$ cat src/lc3_bus_pkg.sv
package lc3_bus_pkg;

    // axi4-lite response codes seen on bresp and rresp
    typedef enum logic [1:0] {
        OKAY   = 2'b00,
        SLVERR = 2'b10
    } axi_resp_e;

    // who holds the memory port right now
    typedef enum logic {
        FETCH = 1'b0,
        EXEC  = 1'b1
    } requester_e;

endpackage

$ cat src/lc3_isa_pkg.sv
package lc3_isa_pkg;

    // data and address word, word addressed memory
    typedef logic [15:0] word_t;

    // general register index
    typedef logic [2:0] reg_idx_t;

    localparam int NUM_REGS = 8;

    // jsr and jsrr leave the return address here
    localparam reg_idx_t LINK_REG = 3'd7;

    // kept subset, anything else decodes as a nop
    typedef enum logic [3:0] {
        OP_BR  = 4'b0000,
        OP_ADD = 4'b0001,
        OP_LD  = 4'b0010,
        OP_ST  = 4'b0011,
        OP_JSR = 4'b0100,
        OP_AND = 4'b0101,
        OP_LDR = 4'b0110,
        OP_STR = 4'b0111,
        OP_NOT = 4'b1001,
        OP_JMP = 4'b1100,
        OP_LEA = 4'b1110
    } opcode_e;

    // one instruction word, three ways of slicing it
    typedef union packed {
        // operate view, also base_r (sr1) and offset6 ({imm_sw, imm5})
        struct packed {
            opcode_e    opcode;
            reg_idx_t   dr;
            reg_idx_t   sr1;
            logic       imm_sw;
            logic [4:0] imm5;
        } op;
        // pc relative view, dr or n/z/p on top of a 9-bit offset
        struct packed {
            opcode_e    opcode;
            logic [2:0] dr_nzp;
            logic [8:0] offset9;
        } pcrel;
        // jump view, jsr_sw set for jsr and clear for jsrr
        struct packed {
            opcode_e     opcode;
            logic        jsr_sw;
            logic [10:0] offset11;
        } jump;
    } lc3_instr_u;

endpackage

$ cat src/exec_unit.sv
`timescale 1ns/1ns

module exec_unit (
    input  logic                    clk,
    input  logic                    rst_n,
    input  logic                    instr_valid,
    input  lc3_isa_pkg::lc3_instr_u instr,
    input  lc3_isa_pkg::word_t      instr_pc,
    output logic                    instr_taken,
    output logic                    redirect,
    output lc3_isa_pkg::word_t      redirect_pc,
    output logic                    data_req,
    output logic                    data_we,
    output lc3_isa_pkg::word_t      data_addr,
    output lc3_isa_pkg::word_t      data_wdata,
    input  logic                    data_ack,
    input  lc3_isa_pkg::word_t      data_rdata
);
    import lc3_isa_pkg::*;

    localparam logic [1:0] S_IDLE = 2'd0;
    localparam logic [1:0] S_EXEC = 2'd1;
    localparam logic [1:0] S_MEM  = 2'd2;

    logic [1:0] state;
    lc3_instr_u ir;
    word_t      ir_pc;
    logic       flag_n;
    logic       flag_z;
    logic       flag_p;
    word_t      rd_a;
    word_t      rd_b;
    reg_idx_t   rd_b_idx;
    word_t      sext5;
    word_t      sext6;
    word_t      sext9;
    word_t      sext11;
    word_t      op_b;
    word_t      wb_val;
    word_t      target;
    logic       wb_reg;
    logic       jump;
    logic       is_load;
    logic       is_store;
    logic       wr_en;
    logic       set_cc;
    logic       br_hit;

    //////////////////////////////////////////////////
    // decode
    //////////////////////////////////////////////////
    // sign extension of every immediate and offset
    assign sext5  = {{11{ir.op.imm5[4]}}, ir.op.imm5};
    assign sext6  = {{10{ir.op.imm_sw}}, ir.op.imm_sw, ir.op.imm5};
    assign sext9  = {{7{ir.pcrel.offset9[8]}}, ir.pcrel.offset9};
    assign sext11 = {{5{ir.jump.offset11[10]}}, ir.jump.offset11};

    assign is_load  = (ir.op.opcode == OP_LD) || (ir.op.opcode == OP_LDR);
    assign is_store = (ir.op.opcode == OP_ST) || (ir.op.opcode == OP_STR);

    // port b is sr2 for operates, the source register for stores
    assign rd_b_idx = is_store ? ir.op.dr : ir.op.imm5[2:0];
    assign op_b     = ir.op.imm_sw ? sext5 : rd_b;
    assign br_hit   = |(ir.pcrel.dr_nzp & {flag_n, flag_z, flag_p});

    always_comb begin
        wb_val = '0;
        wb_reg = 1'b0;
        jump   = 1'b0;
        target = ir_pc + sext9;
        case (ir.op.opcode)
            OP_ADD: begin
                wb_val = rd_a + op_b;
                wb_reg = 1'b1;
            end
            OP_AND: begin
                wb_val = rd_a & op_b;
                wb_reg = 1'b1;
            end
            OP_NOT: begin
                wb_val = ~rd_a;
                wb_reg = 1'b1;
            end
            OP_LEA: begin
                wb_val = ir_pc + sext9;
                wb_reg = 1'b1;
            end
            OP_BR: begin
                jump = br_hit;
            end
            OP_JMP: begin
                jump   = 1'b1;
                target = rd_a;
            end
            OP_JSR: begin
                // link is the incremented pc
                wb_val = ir_pc;
                wb_reg = 1'b1;
                jump   = 1'b1;
                target = ir.jump.jsr_sw ? ir_pc + sext11 : rd_a;
            end
            OP_LD, OP_LDR: begin
                // written back only once the ack comes
                wb_val = data_rdata;
            end
            default: begin
            end
        endcase
    end

    assign wr_en  = ((state == S_EXEC) && wb_reg) ||
                    ((state == S_MEM) && data_ack && is_load);
    // jsr writes r7 but leaves the flags alone
    assign set_cc = wr_en && (ir.op.opcode != OP_JSR);

    reg_file u_reg_file (
        .clk      (clk),
        .rst_n    (rst_n),
        .rd_a_idx (ir.op.sr1),
        .rd_b_idx (rd_b_idx),
        .rd_a     (rd_a),
        .rd_b     (rd_b),
        .we       (wr_en),
        .wr_idx   ((ir.op.opcode == OP_JSR) ? LINK_REG : ir.op.dr),
        .wr_data  (wb_val)
    );

    //////////////////////////////////////////////////
    // sequencing and flags
    //////////////////////////////////////////////////
    always_ff @(posedge clk or negedge rst_n) begin
        if (!rst_n) begin
            state  <= S_IDLE;
            flag_n <= 1'b0;
            flag_z <= 1'b1;
            flag_p <= 1'b0;
        end else begin
            case (state)
                S_IDLE: if (instr_valid) state <= S_EXEC;
                S_EXEC: state <= (is_load || is_store) ? S_MEM : S_IDLE;
                S_MEM:  if (data_ack) state <= S_IDLE;
                default: state <= S_IDLE;
            endcase
            if (set_cc) begin
                flag_n <= wb_val[15];
                flag_z <= (wb_val == 16'h0000);
                flag_p <= !wb_val[15] && (wb_val != 16'h0000);
            end
        end
    end

    // instruction and its incremented pc held for the whole run
    always_ff @(posedge clk) begin
        if (instr_taken) begin
            ir    <= instr;
            ir_pc <= instr_pc;
        end
    end

    assign instr_taken = (state == S_IDLE) && instr_valid;
    assign redirect    = (state == S_EXEC) && jump;
    assign redirect_pc = target;

    // address and data stay put while the request waits
    assign data_req   = (state == S_MEM);
    assign data_we    = is_store;
    assign data_addr  = ((ir.op.opcode == OP_LD) || (ir.op.opcode == OP_ST)) ?
                        ir_pc + sext9 : rd_a + sext6;
    assign data_wdata = rd_b;

endmodule

$ cat src/fetch_unit.sv
`timescale 1ns/1ns

module fetch_unit #(
    parameter lc3_isa_pkg::word_t RESET_PC = 16'h3000
) (
    input  logic                    clk,
    input  logic                    rst_n,
    output logic                    fetch_req,
    output lc3_isa_pkg::word_t      fetch_addr,
    input  logic                    fetch_ack,
    input  lc3_isa_pkg::word_t      fetch_rdata,
    output logic                    instr_valid,
    output lc3_isa_pkg::lc3_instr_u instr,
    output lc3_isa_pkg::word_t      instr_pc,
    input  logic                    instr_taken,
    input  logic                    redirect,
    input  lc3_isa_pkg::word_t      redirect_pc
);
    import lc3_isa_pkg::*;

    word_t      pc;
    word_t      addr_q;
    logic       req;
    logic       discard;
    logic       buf_valid;
    lc3_instr_u buf_instr;
    word_t      buf_pc;
    logic       issue;
    logic       keep;

    // new read only once the buffer is free at ack time
    assign issue = !req && !redirect && (!buf_valid || instr_taken);
    // ack data is kept unless a redirect made it stale
    assign keep  = fetch_ack && !discard && !redirect;

    //////////////////////////////////////////////////
    // control
    //////////////////////////////////////////////////
    always_ff @(posedge clk or negedge rst_n) begin
        if (!rst_n) begin
            pc        <= RESET_PC;
            req       <= 1'b0;
            discard   <= 1'b0;
            buf_valid <= 1'b0;
        end else begin
            if (redirect) begin
                pc <= redirect_pc;
            end else if (issue) begin
                pc <= pc + 16'd1;
            end
            // request held until its ack
            if (issue) begin
                req <= 1'b1;
            end else if (fetch_ack) begin
                req <= 1'b0;
            end
            // read already on the bus when the redirect came
            if (fetch_ack) begin
                discard <= 1'b0;
            end else if (redirect && req) begin
                discard <= 1'b1;
            end
            if (redirect) begin
                buf_valid <= 1'b0;
            end else if (keep) begin
                buf_valid <= 1'b1;
            end else if (instr_taken) begin
                buf_valid <= 1'b0;
            end
        end
    end

    // address and buffer payload
    always_ff @(posedge clk) begin
        if (issue) begin
            addr_q <= pc;
        end
        if (keep) begin
            buf_instr <= fetch_rdata;
            buf_pc    <= addr_q + 16'd1;
        end
    end

    assign fetch_req   = req;
    assign fetch_addr  = addr_q;
    assign instr_valid = buf_valid;
    assign instr       = buf_instr;
    assign instr_pc    = buf_pc;

endmodule

$ cat src/lc3_top.sv
`timescale 1ns/1ns

module lc3_top #(
    parameter lc3_isa_pkg::word_t RESET_PC = 16'h3000
) (
    input  logic                   clk,
    input  logic                   rst_n,
    output logic                   awvalid,
    input  logic                   awready,
    output lc3_isa_pkg::word_t     awaddr,
    output logic                   wvalid,
    input  logic                   wready,
    output lc3_isa_pkg::word_t     wdata,
    input  logic                   bvalid,
    output logic                   bready,
    input  lc3_bus_pkg::axi_resp_e bresp,
    output logic                   arvalid,
    input  logic                   arready,
    output lc3_isa_pkg::word_t     araddr,
    input  logic                   rvalid,
    output logic                   rready,
    input  lc3_isa_pkg::word_t     rdata,
    input  lc3_bus_pkg::axi_resp_e rresp
);
    import lc3_isa_pkg::*;

    // fetch port
    logic       fetch_req;
    logic       fetch_ack;
    word_t      fetch_addr;
    word_t      fetch_rdata;
    // dispatch port
    logic       instr_valid;
    logic       instr_taken;
    lc3_instr_u instr;
    word_t      instr_pc;
    logic       redirect;
    word_t      redirect_pc;
    // data port
    logic       data_req;
    logic       data_we;
    logic       data_ack;
    word_t      data_addr;
    word_t      data_wdata;
    word_t      data_rdata;

    fetch_unit #(.RESET_PC(RESET_PC)) u_fetch (.*);

    exec_unit u_exec (.*);

    mem_arbiter u_arb (.*);

endmodule

$ cat src/mem_arbiter.sv
`timescale 1ns/1ns

module mem_arbiter (
    input  logic                  clk,
    input  logic                  rst_n,
    input  logic                  fetch_req,
    input  lc3_isa_pkg::word_t    fetch_addr,
    output logic                  fetch_ack,
    output lc3_isa_pkg::word_t    fetch_rdata,
    input  logic                  data_req,
    input  logic                  data_we,
    input  lc3_isa_pkg::word_t    data_addr,
    input  lc3_isa_pkg::word_t    data_wdata,
    output logic                  data_ack,
    output lc3_isa_pkg::word_t    data_rdata,
    output logic                  awvalid,
    input  logic                  awready,
    output lc3_isa_pkg::word_t    awaddr,
    output logic                  wvalid,
    input  logic                  wready,
    output lc3_isa_pkg::word_t    wdata,
    input  logic                  bvalid,
    output logic                  bready,
    input  lc3_bus_pkg::axi_resp_e bresp,
    output logic                  arvalid,
    input  logic                  arready,
    output lc3_isa_pkg::word_t    araddr,
    input  logic                  rvalid,
    output logic                  rready,
    input  logic [15:0]           rdata,
    input  lc3_bus_pkg::axi_resp_e rresp
);
    import lc3_isa_pkg::*;
    import lc3_bus_pkg::*;

    localparam logic [2:0] A_IDLE = 3'd0;
    localparam logic [2:0] A_AR   = 3'd1;
    localparam logic [2:0] A_R    = 3'd2;
    localparam logic [2:0] A_AW_W = 3'd3;
    localparam logic [2:0] A_B    = 3'd4;

    logic [2:0] state;
    requester_e owner;
    word_t      addr_q;
    word_t      wdata_q;
    logic       aw_done;
    logic       w_done;
    logic       aw_ok;
    logic       w_ok;

    // either side of the write is done now or was done before
    assign aw_ok = aw_done || awready;
    assign w_ok  = w_done || wready;

    //////////////////////////////////////////////////
    // grant and channel sequence
    //////////////////////////////////////////////////
    always_ff @(posedge clk or negedge rst_n) begin
        if (!rst_n) begin
            state   <= A_IDLE;
            owner   <= FETCH;
            aw_done <= 1'b0;
            w_done  <= 1'b0;
        end else begin
            case (state)
                A_IDLE: begin
                    // data side first
                    if (data_req) begin
                        owner <= EXEC;
                        state <= data_we ? A_AW_W : A_AR;
                    end else if (fetch_req) begin
                        owner <= FETCH;
                        state <= A_AR;
                    end
                end
                A_AR: if (arready) state <= A_R;
                A_R:  if (rvalid) state <= A_IDLE;
                A_AW_W: begin
                    if (aw_ok && w_ok) begin
                        aw_done <= 1'b0;
                        w_done  <= 1'b0;
                        state   <= A_B;
                    end else begin
                        aw_done <= aw_ok;
                        w_done  <= w_ok;
                    end
                end
                // slverr completes just like okay
                A_B: if (bvalid) state <= A_IDLE;
                default: state <= A_IDLE;
            endcase
        end
    end

    // payload captured with the grant
    always_ff @(posedge clk) begin
        if (state == A_IDLE) begin
            addr_q  <= data_req ? data_addr : fetch_addr;
            wdata_q <= data_wdata;
        end
    end

    assign arvalid = (state == A_AR);
    assign araddr  = addr_q;
    assign rready  = (state == A_R);
    assign awvalid = (state == A_AW_W) && !aw_done;
    assign awaddr  = addr_q;
    assign wvalid  = (state == A_AW_W) && !w_done;
    assign wdata   = wdata_q;
    assign bready  = (state == A_B);

    // ack pulses in the response handshake cycle
    assign fetch_ack   = (state == A_R) && rvalid && (owner == FETCH);
    assign data_ack    = ((state == A_R) && rvalid && (owner == EXEC)) ||
                         ((state == A_B) && bvalid);
    assign fetch_rdata = rdata;
    assign data_rdata  = rdata;

endmodule

$ cat src/reg_file.sv
`timescale 1ns/1ns

module reg_file (
    input  logic                  clk,
    input  logic                  rst_n,
    input  lc3_isa_pkg::reg_idx_t rd_a_idx,
    input  lc3_isa_pkg::reg_idx_t rd_b_idx,
    output lc3_isa_pkg::word_t    rd_a,
    output lc3_isa_pkg::word_t    rd_b,
    input  logic                  we,
    input  lc3_isa_pkg::reg_idx_t wr_idx,
    input  lc3_isa_pkg::word_t    wr_data
);
    import lc3_isa_pkg::*;

    word_t regs [NUM_REGS];

    // single write port, lands at the clock edge
    always_ff @(posedge clk or negedge rst_n) begin
        if (!rst_n) begin
            for (int i = 0; i < NUM_REGS; i++) begin
                regs[i] <= '0;
            end
        end else if (we) begin
            regs[wr_idx] <= wr_data;
        end
    end

    // combinational reads, old value during a write cycle
    assign rd_a = regs[rd_a_idx];
    assign rd_b = regs[rd_b_idx];

endmodule

$ cat config.mk
export PLATFORM = sky130hd
export DESIGN_NAME = lc3_top
export DESIGN_NICKNAME = d
export VERILOG_FILES = /design/src/lc3_bus_pkg.sv /design/src/lc3_isa_pkg.sv /design/src/exec_unit.sv /design/src/fetch_unit.sv /design/src/lc3_top.sv /design/src/mem_arbiter.sv /design/src/reg_file.sv
export SDC_FILE = /design/constraint.sdc
export NUM_CORES = 1
export LEC_CHECK = 0
export BUFFER_PORTS_ARGS = -buffer_cell sky130_fd_sc_hd__buf_2
export CORE_MARGIN = 2
export CORE_UTILIZATION = 48
export CTS_CLUSTER_DIAMETER = 60
export DETAILED_ROUTE_END_ITERATION = 6
export PLACE_DENSITY_LB_ADDON = 0.2
export REMOVE_ABC_BUFFERS = 1
export SLEW_MARGIN = 10
export SYNTH_ARGS = -nofsm -noshare
export SYNTH_HDL_FRONTEND = slang
export SYNTH_SLANG_ARGS = --single-unit
$ cat constraint.sdc
create_clock -name clk -period 7.7 [get_ports clk]
set_input_delay 1.54 -clock clk [delete_from_list [all_inputs] [get_ports clk]]
set_output_delay 1.54 -clock clk [all_outputs]
set_load 0.05 [all_outputs]
## After elaboration in Yosys (flattened, before gate mapping)

Cells that the tools add are included.

| word-level totals | value |
|---|---|
| register bits after elaboration | 270 |
| input port bits | 27 |
| output and inout port bits | 53 |
| word-level logic and storage cells | 165 |

| operators by class | value |
|---|---|
| $add $sub $neg | 6 |
| $lt $le $gt $ge | 4 |
| equality and inequality tests | 24 |
| mux-type cells | 44 |
| bitwise gates (word level) | 7 |
| reduce and logical (&&, ||, !) cells | 53 |

Operators with widths:

| kind | count |
|---|---|
| 16-bit two-way mux | 11 |
| 128-bit bitwise mux | 1 |
| 16-bit binary-select mux with 3-bit select | 2 |
| 16-bit case mux with 6 select lines | 1 |
| 16-bit adder | 4 |
| 16-bit demux with 3-bit select | 1 |
| 16-bit by 1-bit adder with 16-bit output, second input constant | 2 |
| 16-bit case mux with 2 select lines | 1 |
| 3-bit two-way mux | 8 |
| 1-bit logical AND | 20 |
| 16-bit AND | 1 |
| 4-bit by 3-bit == test with 1-bit output, second input constant | 4 |
| 16-bit logical NOT | 1 |
| 16-bit inverter | 1 |
| 16-bit nonzero test | 1 |
| 3-bit case mux with 5 select lines | 1 |
| 4-bit == test, second input constant | 3 |
| 4-bit greater-or-equal comparator, second input constant | 3 |
| 1-bit two-way mux | 12 |
| 3-bit inverter with 4-bit output | 3 |
| 1-bit logical OR | 9 |
| 4-bit by 2-bit == test with 1-bit output, second input constant | 2 |
| 2-bit two-way mux | 4 |
| 2-bit != test, second input constant | 4 |
| 25 further kinds | 38 |

## Depth between registers and ports, before layout

Gate-level depths: netlist (run 1).

| depth | value |
|---|---|
| depth after elaboration | 12 |
| gate-level depth with buffers | 21 |
| gate-level depth less buffers | 18 |

## Cells and area by module

A second synthesis (run 1) with hierarchy kept.

| second synthesis, totals | value |
|---|---|
| cells, all modules | 1,350 |
| area total of the unflattened synthesis | 16,753.6 um2 |

By module, submodules not included:

| module | times used | cells each | area an instance (um2) | seq. area each (um2) |
|---|---|---|---|---|
| reg_file | 1 | 393 | 7,000.5 | 3,203.1 |
| exec_unit | 1 | 608 | 5,077.4 | 1,087.3 |
| fetch_unit | 1 | 208 | 2,755.1 | 1,919.3 |
| mem_arbiter | 1 | 141 | 1,920.6 | 1,111.1 |

## Worst setup path before layout (run 1)

Ideal clock, no wire load.

| path | value |
|---|---|
| path kind | flip-flop to flip-flop |
| from | register u_exec.ir[13] (netlist bit) |
| to | register u_exec.flag_p |
| setup time | 129 ps |
| arrival | 5,310 ps |
| required time | 7,571 ps |
| slack | 2,260 ps |
| cell stages (with the launch flop) | 21 |
| buffers on the path | 2 |
| period minus slack after synthesis | 5,440 ps |
| cells stage by stage | edfxtp_1 -> buf_2 -> nor2b_1 -> nand2_1 -> mux2i_1 -> buf_2 -> mux4_2 -> mux2_2 -> mux2_2 -> ha_1 -> inv_1 -> fa_1 -> nor2b_1 -> o31a_1 -> a21oi_1 -> a21o_1 -> nand2_1 -> a221o_1 -> or4b_1 -> or3_1 -> o41a_1 |

| between the ends | value |
|---|---|
| longest elaborated chain between the ends | 12 |
| elaborated cells between the ends (all ways) | 31 |
| classes of those cells | add/sub (1); eq/ne (10); mux (7); bitwise (2); reduce/logical (11) |

Ends and longest elaborated chain:

| element | line | source |
|---|---|---|
| from (decl) | exec_unit.sv:26 | `lc3_instr_u ir;` |
| from (signal assigned) | exec_unit.sv:155 | `ir <= instr;` |
| 4-bit by 2-bit == test with 1-bit output or 4-bit by 3-bit == test with 1-bit output (tied branches) | exec_unit.sv:59 | `assign is_store = (ir.op.opcode == OP_ST) \|\| (ir.op.opcode == OP_STR);` |
| 1-bit logical OR (*) | exec_unit.sv:59 |  |
| 3-bit two-way mux (*) | exec_unit.sv:62 | `assign rd_b_idx = is_store ? ir.op.dr : ir.op.imm5[2:0];` |
| 3-bit inverter with 4-bit output (implied by the code) (*) | reg_file.sv:31 | `assign rd_b = regs[rd_b_idx];` |
| 16-bit binary-select mux with 3-bit select (*) | reg_file.sv:31 |  |
| 16-bit two-way mux (implied by the code) (*) (2 in series) | reg_file.sv:31 |  |
| named net data_wdata[0] | lc3_top.sv:44 | `word_t data_wdata;` |
| 16-bit two-way mux (*) | exec_unit.sv:63 | `assign op_b = ir.op.imm_sw ? sext5 : rd_b;` |
| 16-bit adder or 16-bit AND (tied branches) | exec_unit.sv:73, exec_unit.sv:77 |  |
| 16-bit case mux with 6 select lines (*) | exec_unit.sv:71 | `case (ir.op.opcode)` |
| 16-bit nonzero test or 1-bit logical NOT (tied branches) | exec_unit.sv:147 | `flag_p <= !wb_val[15] && (wb_val != 16'h0000);` |
| 1-bit logical AND (*) | exec_unit.sv:147 |  |
| to (signal assigned) | exec_unit.sv:147 |  |
| to (decl) | exec_unit.sv:30 | `logic flag_p;` |

The timed path passes the listed nets; every way through them passes the cells marked *. The select of a mux whose other input is x is not followed.
A chain may end at the register's enable or synchronous reset.

## Worst setup path in the final report (run 1)

Ends and elaborated chain as after synthesis.

==> results of run 1 <==
==> metrics by stage <==
stage          power, mW  TNS (ns)  std cells
2_1_floorplan      4.047   -0.1561       1354
3_3_place_gp       4.700         0       1900
3_5_place_dp       4.752         0       1900
4_1_cts            6.373         0       1962
5_1_grt            6.697         0       1962
6_report           6.344         0       1962
==> synth_stat cells (all sizes together), types with 4 or more instances <==
cell and count:
a21oi 95, or3 7, dfrtp 155, mux2 84, a21o 15, a221oi 8, o21bai 8, edfxtp 112
inv 35, nand4 8, o21ai 93, o221ai 6, a211oi 20, nand2b 9, clkbuf 61, nand3 22
xnor2 41, mux2i 23, o211ai 5, o21a 11, a22oi 8, nand3b 4, a22o 4, nor2 150
o22ai 7, nand2 120, buf 36, a32oi 5, xor2 25, mux4 64, a222oi 10, and2 8
nor4 9, nor3 24, o31ai 6, nor2b 13, and3 17, ha 54, o2111ai 5, nor3b 5
a211o 5, a31oi 8
==> final timing paths <==
kind / startpoint / endpoint / slack (ns) / cells after the start
worst max-delay path: u_exec.ir[13] / u_exec.flag_p / 1.31 / 19
worst min-delay path: u_fetch.instr[12] / u_exec.ir[12] / 0.42 / 0
worst max register to register: u_exec.ir[13] / u_exec.flag_p / 1.31 / 19
worst min register to register: u_fetch.instr[12] / u_exec.ir[12] / 0.42 / 0
max in group asynchronous: rst_n / u_exec.u_reg_file.regs[15] / 5.10 / 2
min in group asynchronous: rst_n / u_exec.u_reg_file.regs[65] / 1.08 / 1
==> registers in the layout, indices dropped and copies added, names as in the netlist <==
register / cells
u_arb.state: 3
u_arb.wdata: 16
u_arb.owner: 1
u_fetch.discard: 1
u_exec.u_reg_file.regs: 128
u_exec.flag_n: 1
u_fetch.fetch_req: 1
u_fetch.instr_pc: 16
u_arb.araddr: 16
u_exec.flag_z: 1
u_exec.ir_pc: 16
u_fetch.pc: 16
u_fetch.instr: 16
u_exec.flag_p: 1
u_fetch.instr_valid: 1
u_exec.ir: 16
u_arb.aw_done: 1
u_fetch.fetch_addr: 16
u_exec.state: 2
u_arb.w_done: 1
==> cells in the final DEF, fill, tap and decap left out, drive strengths merged, types with 38 or more instances in the layout <==
cell and n:
dfrtp 155, o21ai 93, ha 54, mux2 84, inv 38, a21oi 95, clkbuf 47, nor2 150
xnor2 41, nand2 120, edfxtp 112, mux4 64, buf 104
==> metal layers <==
metal / up-vias / track usage / wire (um)
met1: 5952 / 0.3668 / 20030
met2: 385 / 0.4037 / 20350
li1: 5521 / - / -
met3: 81 / 0.03367 / 2325
met4: 0 / 0.08791 / 1390
met5: - / 0 / 0
==> logic make-up (layout without fill, tap and decap cells) <==
logic type               Yosys count  after routing  share of synthesized area
buffers and inverters            132            201                    0.03746
multiplexers                     171            171                     0.1636
flip-flops                       270            270                     0.4575
AO/OA/AOI/OAI                    346            346                     0.1411
adder cells (fa/ha/maj)           57             57                    0.04598
XOR/XNOR                          66             66                    0.03613
AND/OR/NAND/NOR                  409            409                     0.1182
==> cell type report <==
cell class	instances	area (um2)
flip-flops and latches	270	7321
clock buffers	47	980.9
fillers	2883	14790
multi-input cells	1049	8162
well taps	442	553.0
inverters	35	131.4
repair buffers	104	599.3
clock inverters	15	161.4
==> power groups by stage <==
stage | combinational, mW | clock (mW) | sequential [mW]
2_1_floorplan | 1.37 | 0 | 2.68
3_3_place_gp | 2.46 | 0 | 2.24
3_5_place_dp | 2.50 | 0 | 2.26
4_1_cts | 2.51 | 1.62 | 2.24
5_1_grt | 2.71 | 1.70 | 2.29
6_report | 2.51 | 1.59 | 2.24
==> metrics, run 1 <==
final net count between 1500 and 2000; Avg Vias per Cell 6.085; CP peak stage delay 0.61 ns; global-route wire length before repair approximately 69000 um; Worst Max-Slew Pin Slew between 1 and 1.5 ns; switch share 0.4052; pin count of the biggest net entering global routing 83; outcome complete, no violations; diodes inserted 0; final hold vios 0; largest cells by area after synthesis dfrtp_1 24%, edfxtp_1 21%, mux4_2 9.0%; Comb power frac 0.396; Setup WS post-layout 1.307 ns; vias in the first global route approximately 12000; Final Instance Area 0.01791 mm2; critical path's most frequent cell nor2_1; Buf/Inv on CP 2; Setup Fix Bufs, Post-CTS 0; post-cts hold buffer count 0; die area 0.03481 mm2; WS Path Type flip-flop to flip-flop; Die Ht 186.6 um; unrepaired setup endpoints after global routing false; WP data required around 8.1 ns; Pwr Density between 300 and 400 mW/mm2; number of synthesized register bits 270; total CTS buffers 34; share of layout cells above drive strength 1 0.2197; max-cap viol count 0; Placer Congestion between 0.8 and 0.9; Cell Area, Placed approximately 0.017 mm2; final WL 44100 um; I/O Pins 80; first-pass iteration count of the detailed router 5; Achievable Freq 156.4 MHz; Clock Tree Root clkbuf_16; worst path arrival time 6.79 ns; DP HPWL 30670 um; starting density of the core 0.4893; Hold Crit Class flip-flop to flip-flop; # H-tree levels 2; Die X 186.6 um; Distinct cells, synth 77; hold_ws 0.4151 ns; Slowest-stage cell, CP mux2i_4; clock skew 0.01655 ns; Setup-failing EPs final 0; final cell utilization of the core 0.5476; ys async rst share 0.5852; post-cts resize count 0; clock slew at reported path FFs 0.06 ns; Seq/Total Area, Yosys 0.4575; core box area 0.03270 mm2; Setup crit end kind flip-flop; fin. max-slew vios 0; Sequential Power Share 0.353; Worst-Skew Late Latency 0.52 ns; Post-Place Setup Slack 1.313 ns; CP top delay family simple AND/OR/NAND/NOR gates; Tmin final about 6.4 ns; Clock Path Buffers 3; Top FF cell, synth dfrtp_1; Antenna Violating Nets Remaining 0; Avg Cell Area, Syn 11.03 um2; relative slew slack 0.1900; Total GRT Usage 0.2559; IR drop worst, VDD 0.0002003 V; drt wl/cell roughly 22 um; Cells after Synth 1451; CP Max Fanout 21; P_int 3.773 mW; Iteration-0 DRC Markers 1243; Clock Power Share 0.251; worst path cell trace buf_4 -> nor2b_1 -> nand2_1 -> mux2i_4 -> buf_4 -> mux4_2 -> mux2_2 -> nor2_1 -> nor2_1 -> ha_1 -> nand3_1 -> nor2_1 -> a21oi_1 -> a21o_1 -> nand2_1 -> a221o_1 -> or4b_1 -> or3_1 -> o41a_1; P_leak about 7.5 nW; TritonCTS clock tree yes; vias post-DR approximately 12000; Port Buffers 75; CP Launch Type flip-flop; Yosys Warn Count 0; number of flops mapped to enable cells by yosys 112; num rows 66; grt total ovfl 0; Sw Pwr 2.570 mW; Synth-to-Final Area Change 11.93%; Synth area leader dfrtp_1; # clock sinks 270; Synth top area share 0.2424; initial antenna violation count 0; Netlist Area Pre-Place about 0.016 mm2; Final Cycle Share 0.8303; DRC violations left 0
No activity file was read; power rests on OpenSTA's default activity.
==> run 2: changes to the inputs <==
- clock period: 7.7 -> 5.4 ns (I/O delays scaled with it)
==> metrics, run 2 (same netlist as run 1, synthesis figures left out) <==
outcome complete, no violations (unchanged); Iteration-0 DRC Markers 1341 (was 1243); vias post-DR 12193 (was 11939); Slowest-stage cell, CP or4_1 (was mux2i_4); first-pass iteration count of the detailed router 6 (was 5); IR drop worst, VDD 0.0002644 V (was 0.0002003 V); # H-tree levels 1 (was 2); # clock sinks 270 (unchanged); CP peak stage delay 0.59 ns (was 0.61 ns); max-cap viol count 0 (unchanged); most common cell after layout, fill and taps aside dfrtp_1 (unchanged); worst path cell trace nor2b_2 -> nand2_2 -> mux2i_4 -> buf_4 -> buf_12 -> mux4_2 -> mux2_2 -> mux2_2 -> ha_1 -> or4_1 -> o22ai_4 -> xor2_1 -> nor2_1 -> a211o_1 -> or4b_4 -> or3_1 -> o41a_1 (was buf_4 -> nor2b_1 -> nand2_1 -> mux2i_4 -> buf_4 -> mux4_2 -> mux2_2 -> nor2_1 -> nor2_1 -> ha_1 -> nand3_1 -> nor2_1 -> a21oi_1 -> a21o_1 -> nand2_1 -> a221o_1 -> or4b_1 -> or3_1 -> o41a_1); final net count 1616 (was 1578); Pwr Density 493.0 mW/mm2 (was 354.2 mW/mm2); Total GRT Usage 0.2570 (was 0.2559); CP Launch Type flip-flop (unchanged); Die X 186.6 um (unchanged); Clock Path Buffers 3 (unchanged); hold depth 0 (unchanged); grt total ovfl 0 (unchanged); fin. max-slew vios 0 (unchanged); I/O Pins 80 (unchanged); Worst Max-Slew Pin Slew 1.070 ns (was 1.207 ns); WS Path Type flip-flop to flip-flop (unchanged); WP data required 5.86 ns (was 8.10 ns); clock skew 0.02323 ns (was 0.01655 ns); global-route wire length before repair 69720 um (was 69290 um); Port Buffers 75 (unchanged); Final Instance Area 0.01817 mm2 (was 0.01791 mm2); critical path's most frequent cell mux2_2 (was nor2_1); DRC violations left 0 (unchanged); max reg flops 128 (unchanged); # fillers 2853 (was 2883); core box area 0.03270 mm2 (unchanged); Placer Congestion 0.9399 (was 0.8883); Setup-failing EPs final 0 (unchanged); TritonCTS clock tree yes (unchanged); clock slew at reported path FFs 0.06 ns (about the same); final WL 44870 um (was 44100 um); total CTS buffers 31 (was 34); initial antenna violation count 0 (unchanged); drt wl/cell 22.44 um (was 22.47 um); die area 0.03481 mm2 (unchanged); num rows 66 (unchanged); Post-Place Setup Slack -0.02964 ns (was 1.313 ns); Hold Crit Class flip-flop to flip-flop (unchanged); Avg Vias per Cell 6.100 (was 6.085); Cell Area, Placed 0.01710 mm2 (was 0.01677 mm2); Register-to-Register Path Depth 17 (was 19); Die Ht 186.6 um (unchanged); Worst-Skew Late Latency 0.59 ns (was 0.52 ns); final cell utilization of the core 0.5558 (was 0.5476); final hold vios 0 (unchanged); vias in the first global route 11896 (was 11943); Synth-to-Final Area Change 13.59% (was 11.93%); Achievable Freq 188.1 MHz (was 156.4 MHz); relative slew slack 0.2831 (was 0.1900); share of layout cells above drive strength 1 0.2402 (was 0.2197); starting density of the core 0.4893 (unchanged); worst path arrival time 5.78 ns (was 6.79 ns); Reg with most FFs u_exec.u_reg_file.regs (unchanged); Tmin final 5.317 ns (was 6.393 ns); hold_ws 0.4110 ns (was 0.4151 ns); diodes inserted 0 (unchanged); P_leak 7.665 nW (was 7.511 nW); Final Cycle Share 0.9847 (was 0.8303); Setup crit end kind flip-flop (unchanged); CP Max Fanout 12 (was 21); most frequent cells in the layout 155 x dfrtp_1, 149 x nor2_1, 118 x nand2_1, 112 x edfxtp_1, 93 x a21oi_1 (was 155 x dfrtp_1, 149 x nor2_1, 119 x nand2_1, 112 x edfxtp_1, 94 x a21oi_1); Antenna Violating Nets Remaining 0 (unchanged); Setup WS post-layout 0.08259 ns (was 1.307 ns); Clock Tree Root clkbuf_16 (unchanged); pin count of the biggest net entering global routing 97 (was 83); DP HPWL 32150 um (was 30670 um)
run 2: cell count changes in the layout (fill, tap and decap cells not counted), moves of 2 or more:
cell | previous run | this run
buf_12 | 0 | 3
buf_4 | 29 | 66
clkbuf_1 | 6 | 8
clkbuf_16 | 35 | 33
clkinv_8 | 2 | 0
clkinvlp_4 | 2 | 0
run 2: where the power goes:
group / internal, mW / switching, mW / total (mW)
combinational: 1.30 / 2.40 / 3.70
sequential: 2.78 / 0.404 / 3.19
clock: 1.21 / 0.863 / 2.08
run 2: cell type report:
type / count / area [um2] / share of cell area
Timing Repair Buffer: 145 / 962.2 / 0.05294
Clock inverter: 12 / 95.09 / 0.005232
Clock buffer: 46 / 913.4 / 0.05025
Tap cell: 442 / 553.0 / 0.03043
Multi-Input combinational cell: 1049 / 8199 / 0.4511
Inverter: 35 / 131.4 / 0.007228
Sequential cell: 270 / 7321 / 0.4028
run 2: worst max-delay path: cells and delay by family (launching register included):
kind	cells	cell delay [ns]
AOI/OAI and AO/OA	3	0.84
DFF	1	0.38
buffers and inverters	2	0.32
and+or+nand+nor	6	1.90
xor gates and xnor gates	1	0.17
adders and majority gates	1	0.24
muxes	4	1.37
run 2: worst paths after layout:
| path | startpoint | to | slack, ns |
|---|---|---|---|
| min in group asynchronous | rst_n | u_exec.u_reg_file.regs[69] | 0.60 |
| max | u_exec.ir[13] | u_exec.flag_p | 0.08 |
| max in group asynchronous | rst_n | u_fetch.pc[13] | 3.73 |
| max reg2reg | u_exec.ir[13] | u_exec.flag_p | 0.08 |
| min | u_fetch.instr[7] | u_exec.ir[7] | 0.41 |
| min reg2reg | u_fetch.instr[7] | u_exec.ir[7] | 0.41 |
run 2: layer usage:
metal  share of wire  vias to the layer above  GRT usage  wire length [um]
met2            0.47                      467     0.4090             21050
li1                -                     5607          -                 -
met4           0.027                        0    0.07784              1198
met1            0.44                     6045     0.3659             19560
met5               0                        -          0                 0
met3           0.068                       74    0.03950              3057
run 2: metrics by stage:
step	setup TNS [ns]	total power, mW	cells
6_report	0	8.960	1999
5_1_grt	-0.001550	9.434	1999
4_1_cts	0	8.956	1996
3_5_place_dp	-0.02964	6.865	1938
3_3_place_gp	0	6.787	1938
2_1_floorplan	-193.70	5.771	1354
run 2: timing repair:
item	4_1_cts	5_1_grt
setup buffers	0	2
gates resized for setup	1	6
cloned	0	1
pin swaps	0	1
endpoints found under the setup margin	1	2
hold buffers	0	0
==> run 3: changes to the inputs <==
- CTS_BUF_LIST: default -> sky130_fd_sc_hd__clkbuf_8 sky130_fd_sc_hd__clkbuf_16
==> metrics, run 3 (same netlist as run 1, synthesis figures left out) <==
WP data required 5.87 ns (was 5.86 ns); CP peak stage delay 0.59 ns (about the same); max-cap viol count 0 (unchanged); core box area 0.03270 mm2 (unchanged); max reg flops 128 (unchanged); TritonCTS clock tree yes (unchanged); # H-tree levels 1 (unchanged); RR Startpoint u_exec.ir[13] (unchanged); R2R setup slack 0.08 ns (about the same); starting density of the core 0.4893 (unchanged); Buf/Inv on CP 2 (unchanged); Tmin final 5.318 ns (was 5.317 ns); CP Launch Type flip-flop (unchanged); Register-to-Register Path Depth 17 (unchanged); drt wl/cell 22.44 um (about the same); final hold vios 0 (unchanged); Setup WS post-layout 0.08162 ns (was 0.08259 ns); DP HPWL 32150 um (unchanged); Hold Crit Class flip-flop to flip-flop (unchanged); IR drop worst, VDD 0.0002633 V (was 0.0002644 V); vias post-DR 12206 (was 12193); post-cts hold buffer count 0 (unchanged); Iteration-0 DRC Markers 1340 (was 1341); Port Buffers 75 (unchanged); worst path cell trace nor2b_2 -> nand2_2 -> mux2i_4 -> buf_4 -> buf_12 -> mux4_2 -> mux2_2 -> mux2_2 -> ha_1 -> or4_1 -> o22ai_4 -> xor2_1 -> nor2_1 -> a211o_1 -> or4b_4 -> or3_1 -> o41a_1 (unchanged); Critical Path End u_exec.flag_p (unchanged); final net count 1616 (unchanged); clock slew at reported path FFs 0.06 ns (about the same); Critical Path Source u_exec.ir[13] (unchanged); Antenna Violating Nets Remaining 0 (unchanged); Reg with most FFs u_exec.u_reg_file.regs (unchanged); P_leak 7.698 nW (was 7.665 nW); vias in the first global route 11896 (unchanged); Placer Congestion 0.9399 (unchanged); Avg Vias per Cell 6.106 (was 6.100); Critical Path Stages 17 (unchanged); r2r endpoint u_exec.flag_p (unchanged); # fillers 2853 (unchanged); Clock Tree Root clkbuf_16 (unchanged); Pwr Density 492.3 mW/mm2 (was 493.0 mW/mm2); CP top delay family simple AND/OR/NAND/NOR gates (unchanged); critical path's most frequent cell mux2_2 (unchanged); die area 0.03481 mm2 (unchanged); global-route wire length before repair 69720 um (unchanged); I/O Pins 80 (unchanged); first-pass iteration count of the detailed router 6 (unchanged); Final Cycle Share 0.9849 (was 0.9847); pin count of the biggest net entering global routing 97 (unchanged); clock skew 0.02486 ns (was 0.02323 ns); num rows 66 (unchanged); Synth-to-Final Area Change 13.59% (unchanged); Worst Max-Slew Pin Slew 1.076 ns (was 1.070 ns); DRC violations left 0 (unchanged); fin. max-slew vios 0 (unchanged); relative slew slack 0.2788 (was 0.2831); most common cell after layout, fill and taps aside dfrtp_1 (unchanged); most frequent cells in the layout 155 x dfrtp_1, 149 x nor2_1, 118 x nand2_1, 112 x edfxtp_1, 93 x a21oi_1 (unchanged); grt total ovfl 0 (unchanged); setup TNS 0 ns (unchanged); Setup-failing EPs final 0 (unchanged); Achievable Freq 188.0 MHz (was 188.1 MHz); final WL 44850 um (was 44870 um); total CTS buffers 31 (unchanged); CP Max Fanout 12 (unchanged); Worst-Skew Late Latency 0.59 ns (about the same); Post-Place Setup Slack -0.02964 ns (unchanged); Total GRT Usage 0.2570 (unchanged); Setup crit end kind flip-flop (unchanged); Clock Path Buffers 3 (unchanged); Die X 186.6 um (unchanged); share of layout cells above drive strength 1 0.2402 (unchanged); outcome complete, no violations (unchanged); WS Path Type flip-flop to flip-flop (unchanged); worst path arrival time 5.78 ns (about the same); Slowest-stage cell, CP or4_1 (unchanged); initial antenna violation count 0 (unchanged); Die Ht 186.6 um (unchanged); # clock sinks 270 (unchanged); diodes inserted 0 (unchanged)
run 3: area by class of cell:
class | count | area (um2) | share of cell area
Clock inverter | 20 | 125.1 | 0.006884
Inverter | 35 | 131.4 | 0.007228
Multi-Input combinational cell | 1049 | 8199 | 0.4511
Sequential cell | 270 | 7321 | 0.4028
Timing Repair Buffer | 145 | 962.2 | 0.05294
Clock buffer | 38 | 883.3 | 0.04860
Tap cell | 442 | 553.0 | 0.03043
run 3: layer usage:
metal / global-route usage / vias to the layer above / routed length [um]
li1: - / 5609 / -
met1: 0.3659 / 6042 / 19400
met2: 0.4090 / 481 / 21080
met3: 0.03950 / 74 / 3180
met4: 0.07784 / 0 / 1198
met5: 0 / - / 0
run 3: report_power, final:
group          total, mW  switching (mW)  internal, mW
combinational       3.70            2.40          1.30
clock               2.06           0.865          1.20
sequential          3.18           0.403          2.78
total               8.95            3.66          5.28
run 3: through the flow:
step / power [mW] / std cells / utilization / hold WS (ns) / area, um2
after floorplan: 5.771 / 1354 / - / 0.4003 / 15530
after global placement: 6.787 / 1938 / 0.5228 / 0.4002 / 17100
after detailed placement: 6.865 / 1938 / 0.5228 / 0.4052 / 17100
after CTS: 8.942 / 1996 / 0.5537 / 0.4014 / 18110
after global routing: 9.420 / 1999 / 0.5558 / 0.4174 / 18170
final: 8.947 / 1999 / 0.5558 / 0.4102 / 18170
run 3: repair_timing:
action | 4_1_cts | 5_1_grt
buffers inserted | 0 | 2
hold endpoints to repair | 0 | 0
pin swaps | 0 | 1
cloned | 0 | 1
setup endpoints to repair | 1 | 2
gates resized for setup | 1 | 6
run 3: worst register-to-register path, cell delays in order (launching register included):
cell      delay (ns)
edfxtp_1        0.38
nor2b_2         0.19
nand2_2         0.16
mux2i_4         0.26
buf_4           0.16
buf_12          0.16
mux4_2          0.51
mux2_2          0.32
mux2_2          0.28
ha_1            0.24
or4_1           0.59
o22ai_4         0.24
xor2_1          0.17
nor2_1          0.07
a211o_1         0.29
or4b_4          0.56
or3_1           0.33
o41a_1          0.31
run 3: worst min path at each step:
stage                               startpoint                to  slack, ns  depth (start not counted)
after floorplan               u_fetch.instr[0]      u_exec.ir[0]       0.40                          0
after detailed placement  u_fetch.instr_pc[10]  u_exec.ir_pc[10]       0.41                          0
after global routing          u_fetch.instr[7]      u_exec.ir[7]       0.42                          0
after CTS                     u_fetch.instr[7]      u_exec.ir[7]       0.40                          0
after global placement        u_fetch.instr[2]      u_exec.ir[2]       0.40                          0
final                         u_fetch.instr[7]      u_exec.ir[7]       0.41                          0
